File: config.mk
export PLATFORM = sky130hd
export DESIGN_NAME = audio_top
export DESIGN_NICKNAME = d
export VERILOG_FILES = /design/src/design/audio_pkg.sv /design/src/design/audio_frame_if.sv /design/src/design/tone_regs.sv /design/src/design/tone_mixer.sv /design/src/design/i2s_codec_if_ctrl.sv /design/src/design/audio_top.sv
export SDC_FILE = /design/constraint.sdc
export NUM_CORES = 1
export LEC_CHECK = 0
export BUFFER_PORTS_ARGS = -buffer_cell sky130_fd_sc_hd__buf_2
export CORE_AREA = 2 2 216 218
export CTS_BUF_LIST = sky130_fd_sc_hd__clkbuf_8
export CTS_CLUSTER_DIAMETER = 120
export DETAILED_ROUTE_END_ITERATION = 10
export DIE_AREA = 0 0 218 220
export PLACE_DENSITY = 0.65
export SETUP_SLACK_MARGIN = 0.3
export SLEW_MARGIN = 30
export SYNTH_ARGS = -nofsm -noshare
export SYNTH_HDL_FRONTEND = slang
export SYNTH_HIERARCHICAL = 1
export SYNTH_SLANG_ARGS = --single-unit
File: constraint.sdc
create_clock -name clk -period 4.7 [get_ports clk]
set_input_delay 0.47 -clock clk [delete_from_list [all_inputs] [get_ports clk]]
set_output_delay 0.47 -clock clk [all_outputs]
set_load 0.05 [all_outputs]
File: src/design/audio_pkg.sv
`default_nettype none

package audio_pkg;

	localparam int SAMPLE_W = 32;
	localparam int WB_DW = 32;

	typedef enum logic [2:0] {
		NOTE_OFF     = 3'd0,
		NOTE_DO      = 3'd1,
		NOTE_MI      = 3'd2,
		NOTE_SO      = 3'd3,
		NOTE_DO_HIGH = 3'd4
	} note_t;

	// Half-period codes per note, codes 5 to 7 stay silent
	localparam logic [7:0] NOTE_HALF_CODE [8] = '{
		8'd0,
		8'd93,
		8'd73,
		8'd62,
		8'd46,
		8'd0,
		8'd0,
		8'd0
	};

	localparam logic signed [SAMPLE_W-1:0] TONE_AMP = 32'sd10000000;

	// Word addresses on the host port
	localparam logic REG_CTRL = 1'b0;
	localparam logic REG_FRAMES = 1'b1;

endpackage

`default_nettype wire

File: src/design/audio_frame_if.sv
`default_nettype none

interface audio_frame_if;
	import audio_pkg::*;

	logic valid;
	logic ready;
	logic [SAMPLE_W-1:0] left;
	logic [SAMPLE_W-1:0] right;

	modport src (
		output valid,
		output left,
		output right,
		input ready
	);

	modport snk (
		input valid,
		input left,
		input right,
		output ready
	);

endinterface

`default_nettype wire

File: src/design/tone_regs.sv
`default_nettype none

module tone_regs (
	input wire logic clk,
	input wire logic resetn,
	input wire logic wb_cyc,
	input wire logic wb_stb,
	input wire logic wb_we,
	input wire logic wb_adr,
	input wire logic [audio_pkg::WB_DW-1:0] wb_dat_i,
	input wire logic [3:0] wb_sel,
	input wire logic frame_done,
	output logic wb_ack,
	output logic [audio_pkg::WB_DW-1:0] wb_dat_o,
	output logic enable,
	output audio_pkg::note_t note
);
	import audio_pkg::*;

	logic req;
	logic ctrl_wr;
	logic [WB_DW-1:0] frame_cnt;

	// A new request only while no ack is outstanding
	assign req = wb_cyc && wb_stb && !wb_ack;
	assign ctrl_wr = req && wb_we && wb_sel[0] && (wb_adr == REG_CTRL);

	always_ff @(posedge clk) begin
		if (!resetn) begin
			wb_ack <= 1'b0;
		end else begin
			wb_ack <= req;
		end
	end

	// Write lands together with the ack
	always_ff @(posedge clk) begin
		if (!resetn) begin
			enable <= 1'b0;
			note <= NOTE_OFF;
		end else if (ctrl_wr) begin
			enable <= wb_dat_i[0];
			note <= note_t'(wb_dat_i[3:1]);
		end
	end

	// Mixed frame count, wraps
	always_ff @(posedge clk) begin
		if (!resetn) begin
			frame_cnt <= '0;
		end else if (frame_done) begin
			frame_cnt <= frame_cnt + 1'b1;
		end
	end

	always_ff @(posedge clk) begin
		if (req) begin
			case (wb_adr)
				REG_CTRL: begin
					wb_dat_o <= {{(WB_DW-4){1'b0}}, note, enable};
				end
				REG_FRAMES: begin
					wb_dat_o <= frame_cnt;
				end
				default: begin
					wb_dat_o <= '0;
				end
			endcase
		end
	end

endmodule

`default_nettype wire

File: src/design/tone_mixer.sv
`default_nettype none

module tone_mixer #(
	parameter int PERIOD_SHIFT = 11
) (
	input wire logic clk,
	input wire logic resetn,
	input wire logic enable,
	input wire audio_pkg::note_t note,
	audio_frame_if.snk adc_frame,
	audio_frame_if.src dac_frame,
	output logic frame_done
);
	import audio_pkg::*;

	localparam int CNT_W = 8 + PERIOD_SHIFT;

	logic [CNT_W-1:0] half_len;
	logic [CNT_W-1:0] half_cnt;
	note_t note_q;
	logic phase;
	logic tone_on;
	logic signed [SAMPLE_W-1:0] tone;
	logic take;

	// Half period in clk cycles, minus one
	assign half_len = CNT_W'(NOTE_HALF_CODE[note]) << PERIOD_SHIFT;

	always_ff @(posedge clk) begin
		if (!resetn) begin
			half_cnt <= '0;
			phase <= 1'b0;
			note_q <= NOTE_OFF;
		end else begin
			note_q <= note;
			if ((note != note_q) || (half_len == '0)) begin
				half_cnt <= '0;
			end else if (half_cnt == half_len) begin
				half_cnt <= '0;
				phase <= !phase;
			end else begin
				half_cnt <= half_cnt + 1'b1;
			end
		end
	end

	assign tone_on = enable && (half_len != '0);

	always_comb begin
		if (!tone_on) begin
			tone = '0;
		end else if (phase) begin
			tone = TONE_AMP;
		end else begin
			tone = -TONE_AMP;
		end
	end

	// Stall input only while the mixed frame waits
	assign adc_frame.ready = !(dac_frame.valid && !dac_frame.ready);
	assign take = adc_frame.valid && adc_frame.ready;

	always_ff @(posedge clk) begin
		if (!resetn) begin
			dac_frame.valid <= 1'b0;
			frame_done <= 1'b0;
		end else begin
			frame_done <= take;
			if (take) begin
				dac_frame.valid <= 1'b1;
			end else if (dac_frame.ready) begin
				dac_frame.valid <= 1'b0;
			end
		end
	end

	// Same tone on both channels, 32-bit wrap
	always_ff @(posedge clk) begin
		if (take) begin
			dac_frame.left <= adc_frame.left + tone;
			dac_frame.right <= adc_frame.right + tone;
		end
	end

endmodule

`default_nettype wire

File: src/design/i2s_codec_if_ctrl.sv
`default_nettype none

module i2s_codec_if_ctrl #(
	parameter int BCLK_DIV = 4
) (
	input wire logic clk,
	input wire logic resetn,
	input wire logic aud_adcdat,
	output logic aud_bclk,
	output logic aud_lrck,
	output logic aud_dacdat,
	audio_frame_if.src adc_frame,
	audio_frame_if.snk dac_frame
);
	import audio_pkg::*;

	localparam int DIV_W = (BCLK_DIV > 1) ? $clog2(BCLK_DIV) : 1;
	localparam int FRAME_W = 2 * SAMPLE_W;

	logic [DIV_W-1:0] div_cnt;
	logic div_end;
	logic bclk_rise;
	logic bclk_fall;
	logic [5:0] bit_cnt;
	logic [5:0] bit_nxt;
	logic rx_armed;
	logic rx_done;
	logic [FRAME_W-1:0] rx_sr;
	logic [FRAME_W-1:0] tx_sr;
	logic [FRAME_W-1:0] dac_buf;

	assign div_end = (div_cnt == DIV_W'(BCLK_DIV - 1));
	assign bclk_rise = div_end && !aud_bclk;
	assign bclk_fall = div_end && aud_bclk;
	assign bit_nxt = bit_cnt + 6'd1;

	always_ff @(posedge clk) begin
		if (!resetn) begin
			div_cnt <= '0;
			aud_bclk <= 1'b0;
		end else if (div_end) begin
			div_cnt <= '0;
			aud_bclk <= !aud_bclk;
		end else begin
			div_cnt <= div_cnt + 1'b1;
		end
	end

	// bit_cnt is the bit on the data lines, 0 is the left MSB
	always_ff @(posedge clk) begin
		if (!resetn) begin
			bit_cnt <= 6'd63;
			aud_lrck <= 1'b0;
		end else if (bclk_fall) begin
			bit_cnt <= bit_nxt;
			// Word select leads each channel MSB by one bit
			aud_lrck <= (bit_nxt >= 6'd31) && (bit_nxt != 6'd63);
		end
	end

	always_ff @(posedge clk) begin
		if (bclk_rise) begin
			rx_sr <= {rx_sr[FRAME_W-2:0], aud_adcdat};
		end
	end

	// First frame after reset is partial, skip it
	always_ff @(posedge clk) begin
		if (!resetn) begin
			rx_armed <= 1'b0;
			rx_done <= 1'b0;
		end else begin
			if (bclk_rise && (bit_cnt == 6'd0)) begin
				rx_armed <= 1'b1;
			end
			rx_done <= bclk_rise && (bit_cnt == 6'd63) && rx_armed;
		end
	end

	always_ff @(posedge clk) begin
		if (!resetn) begin
			adc_frame.valid <= 1'b0;
		end else if (rx_done) begin
			adc_frame.valid <= 1'b1;
		end else if (adc_frame.ready) begin
			adc_frame.valid <= 1'b0;
		end
	end

	// A pending frame is overwritten by the next one
	always_ff @(posedge clk) begin
		if (rx_done) begin
			adc_frame.left <= rx_sr[FRAME_W-1:SAMPLE_W];
			adc_frame.right <= rx_sr[SAMPLE_W-1:0];
		end
	end

	assign dac_frame.ready = 1'b1;

	always_ff @(posedge clk) begin
		if (!resetn) begin
			dac_buf <= '0;
		end else if (dac_frame.valid && dac_frame.ready) begin
			dac_buf <= {dac_frame.left, dac_frame.right};
		end
	end

	// Reload on the lrck fall, old frame's LSB still goes out
	always_ff @(posedge clk) begin
		if (!resetn) begin
			tx_sr <= '0;
			aud_dacdat <= 1'b0;
		end else if (bclk_fall) begin
			aud_dacdat <= tx_sr[FRAME_W-1];
			if (bit_nxt == 6'd63) begin
				tx_sr <= dac_buf;
			end else begin
				tx_sr <= tx_sr << 1;
			end
		end
	end

endmodule

`default_nettype wire

File: src/design/audio_top.sv
`default_nettype none

module audio_top #(
	parameter int PERIOD_SHIFT = 11,
	parameter int BCLK_DIV = 4
) (
	input wire logic clk,
	input wire logic resetn,
	input wire logic wb_cyc,
	input wire logic wb_stb,
	input wire logic wb_we,
	input wire logic wb_adr,
	input wire logic [audio_pkg::WB_DW-1:0] wb_dat_i,
	input wire logic [3:0] wb_sel,
	output wire logic wb_ack,
	output wire logic [audio_pkg::WB_DW-1:0] wb_dat_o,
	input wire logic aud_adcdat,
	output wire logic aud_bclk,
	output wire logic aud_lrck,
	output wire logic aud_dacdat
);
	import audio_pkg::*;

	logic enable;
	note_t note;
	logic frame_done;

	audio_frame_if adc_frame ();
	audio_frame_if dac_frame ();

	tone_regs tone_regs_i (
		.clk        (clk),
		.resetn     (resetn),
		.wb_cyc     (wb_cyc),
		.wb_stb     (wb_stb),
		.wb_we      (wb_we),
		.wb_adr     (wb_adr),
		.wb_dat_i   (wb_dat_i),
		.wb_sel     (wb_sel),
		.frame_done (frame_done),
		.wb_ack     (wb_ack),
		.wb_dat_o   (wb_dat_o),
		.enable     (enable),
		.note       (note)
	);

	tone_mixer #(
		.PERIOD_SHIFT (PERIOD_SHIFT)
	) tone_mixer_i (
		.clk        (clk),
		.resetn     (resetn),
		.enable     (enable),
		.note       (note),
		.adc_frame  (adc_frame.snk),
		.dac_frame  (dac_frame.src),
		.frame_done (frame_done)
	);

	i2s_codec_if_ctrl #(
		.BCLK_DIV (BCLK_DIV)
	) i2s_codec_if_ctrl_i (
		.clk        (clk),
		.resetn     (resetn),
		.aud_adcdat (aud_adcdat),
		.aud_bclk   (aud_bclk),
		.aud_lrck   (aud_lrck),
		.aud_dacdat (aud_dacdat),
		.adc_frame  (adc_frame.src),
		.dac_frame  (dac_frame.snk)
	);

endmodule

`default_nettype wire

==> impl_results.md <==
* Seq/Total Area, Yosys at 53.3%
* 1st-iter DRT viols at 912
* CP Data Required Time at 5.09 ns
* Routed WL per cell at 16.3 microns
* Core Box Area at 45900 sq um
* Worst path cell trace: inv_1 -> ha_1 -> or3_4 -> o211ai_4 -> clkinv_8 -> nand2_4 -> xnor2_1 -> ha_2 -> o31a_1 -> a21oi_1 -> o21ai_2 -> o21ai_2 -> o2111a_1 -> a311oi_4 -> a2111oi_2 -> a311oi_1 -> xnor2_1
* F_max at 241 MHz
* Num ports at 79
* Met1 global-route usage at 22.4%
* Synthesized flop and latch total at 428
* Number of global-route vias before repair at 13.3k
* Ys flop type: edfxtp_1
* Clock sinks at 428
* Int Power at 5.70 mW
* Worst reg2reg endpoint: tone_mixer_i/dac_frame.left[31]
* CTS HTree Levels at 3
* Drt first pass iters at 5
* M3 GR Usage at 3.42%
* Crit. End Element: register
* Final Hold Fails at 0
* CTS root buffer: clkbuf_8
* Total power per unit cell area at 330 nW/um^2
* Hold Crit Class: input pin to register
* Dpl hpwl at 24.8 mm
* Clock Skews at 0.0368 ns
* Antenna fix cells at 0
* Fin. max-slew vios at 0
* Startpoint types: register
* Nets at 1879
* Total CTS buffers at 72
* Switching power at 1.66 mW
* Row cnt at 79
* Crit Path Max Fanout at 9
* Share of cells above drive strength 1 at 15.0%
* Worst slew margin at 41.5%
* Die Ht at 220 microns
* Distinct cells, synth at 93
* First-pass GRT wire length at 66.8 mm
* Leakage at 7.12 nW
* Final setup vio count at 0
* Critical Path AT at 4.53 ns
* Setup CP Type: register to register
* Synth warn at 6
* Initial core utilization at 44.2%
* Most frequent cells in the layout: 224 x edfxtp_1, 199 x dfxtp_1, 125 x o21ai_0
* GR Util met2 at 27.0%
* Critical Path Source: tone_regs_i/note[0]
* Commonest non-fill, non-tap cell in the layout: edfxtp_1
* Worst-Skew Late Latency at 0.64 ns
* R2R setup slack at 0.56 ns
* Syn Inst Count at 1812
* Maxcap violations at 0
* Post-synth EDFFs at 224
* DIE AREA at 48000 sq um
* Fillers at 4124
* Tightest Pin Transition at 0.877 ns
* Finished Core Util at 48.6%
* Register area at 10800 sq um
* Setup TNS at 0 ns
* RD Place Congestion at 0.816
* Min Tclk post-route at 4.14 ns
* Clock power share at 43.2%
* Reg clk slew, reported paths at 0.06 ns
* Global route hottest layer: met2
* WL final at 40.6 mm
* Total track usage at 16.9%
* Area of the multi-input gates at 8460 sq um
* Vias at 13.9k
* CP peak stage delay at 0.44 ns
* Switching Share at 22.5%
* Fin crit share at 88.2%
* RSZ-0062 raised after global routing: no
* Post-synth ARST share at 0%
* Gr ovfl total at 0
* IO Port Bufs at 47
* Synthesized cell area at 20300 sq um
* Worst r2r src: tone_regs_i/note[0]
* Slowest-stage cell, CP: a311oi_4
* Worst setup path end: tone_mixer_i/dac_frame.left[31]
* DRC viols at 0
* Mean Syn Cell Area at 11.2 sq um
* Initial antenna violation count at 0
* Final ANT Viol Nets at 0
* Area Growth Syn to Fin at 9.80%
* Post-synthesis net count at 1869
* Comb pwr share at 2.7%
* Maximum vdd drop at 0.244 mV
* Die width at 218 microns
* R2R depth at 17
* Status: completed
* Flop pwr share at 54.1%
* Largest net degree at the start of global routing at 81
* Longest Clk Path Bufs at 3
* Drt via density at 5.58
* CTS tree: done
repair_timing:
item / in CTS / in global routing
hold buffers: 1 / 0
hold endpoints to repair: 1 / 0
gates resized for setup: 1 / 11
pin swaps: 0 / 5
setup endpoints to repair: 1 / 8
setup buffers: 0 / 7
gates cloned: 0 / 1
stage by stage:
step	std cells	setup slack, ns	cell area, sq um	power, mW	hold slack, ns
after global routing	2488	0.293	22300	7.67	0.0469
after floorplan	1812	0.308	20300	4.20	0.400
after global placement	2346	0.398	20800	4.25	0.402
final	2488	0.556	22300	7.35	0.0715
after detailed placement	2346	0.306	20800	4.26	0.405
after CTS	2480	0.343	22200	7.47	0.0179
worst min path at each step:
stage / start / to / slack (ns) / cells after the start
final: wb_dat_i[0] / tone_regs_i/enable / 0.07 / 3
after floorplan: i2s_codec_if_ctrl_i/rx_sr[63] / i2s_codec_if_ctrl_i/adc_frame.left[31] / 0.40 / 0
after CTS: wb_dat_i[0] / tone_regs_i/enable / 0.02 / 3
after global routing: wb_dat_i[1] / tone_regs_i/note[0] / 0.05 / 3
after detailed placement: i2s_codec_if_ctrl_i/adc_frame.right[6] / tone_mixer_i/dac_frame.right[6] / 0.41 / 0
after global placement: i2s_codec_if_ctrl_i/adc_frame.right[6] / tone_mixer_i/dac_frame.right[6] / 0.40 / 0
layer usage:
layer  up-vias  wire [microns]
li1       6751               -
met1      6720           19100
met2       315           18600
met3        87            1820
met4         0            1100
met5         -               0
registers in the layout, indices dropped and copies added, names as in the netlist, 3 cells and up:
signal	count
i2s_codec_if_ctrl_i/rx_sr	64
tone_mixer_i/dac_frame.left	32
tone_mixer_i/half_cnt	19
tone_mixer_i/note_q	3
i2s_codec_if_ctrl_i/dac_buf	64
tone_mixer_i/dac_frame.right	32
tone_regs_i/frame_cnt	32
i2s_codec_if_ctrl_i/adc_frame.left	32
i2s_codec_if_ctrl_i/bit_cnt	6
i2s_codec_if_ctrl_i/adc_frame.right	32
i2s_codec_if_ctrl_i/tx_sr	64
tone_regs_i/wb_dat_o	32
tone_regs_i/note	3
logic make-up (layout without fill, tap and decap cells):
family	count (synthesis)	after routing	synth area share, %
and+or+nand+nor	504	504	13.2
other	1	1	0.0185
DFF	428	428	53.3
AOI/OAI and AO/OA	449	449	18.7
xor gates and xnor gates	109	109	4.70
adders and majority gates	14	14	0.863
muxes	78	78	3.88
buffers and inverters	229	298	5.37
power by group through the flow:
stage	sequential, mW	clock, mW	combinational [mW]
3_5_place_dp	4.06	0	0.199
5_1_grt	3.98	3.47	0.215
6_report	3.98	3.18	0.198
2_1_floorplan	4.08	0	0.116
3_3_place_gp	4.05	0	0.195
4_1_cts	3.98	3.30	0.200
layout make-up:
class                   instances  area share [%]
flip-flops and latches        428            48.6
multi-input cells            1155            38.0
clock buffers                  77            4.76
well taps                     607            3.41
repair buffers                 78            2.27
inverters                      86            1.50
clock inverters                56            1.49
repair inverters                1          0.0393
synthesized netlist by cell type (all sizes together) (61+ instances only):
| cell type | n | area, sq um |
|---|---|---|
| edfxtp | 224 | 6730 |
| dfxtp | 204 | 4080 |
| o21ai | 131 | 659 |
| nand2 | 95 | 357 |
| nor2 | 93 | 352 |
| inv | 86 | 323 |
| xnor2 | 84 | 736 |
| buf | 76 | 512 |
| mux2i | 73 | 731 |
| nor2b | 70 | 438 |
| clkbuf | 67 | 255 |
| a41oi | 65 | 1020 |
| o221a | 63 | 709 |
| a21oi | 61 | 313 |
critical path: cells and delay by family (launching register included):
family / cells / cell delay, ns
compound gates: 9 / 2.04
xor+xnor: 2 / 0.22
fa+ha+maj: 2 / 0.56
buf+inv: 2 / 0.18
flops: 1 / 0.39
simple gates: 2 / 0.51
Power figures use the tool's default switching activity.
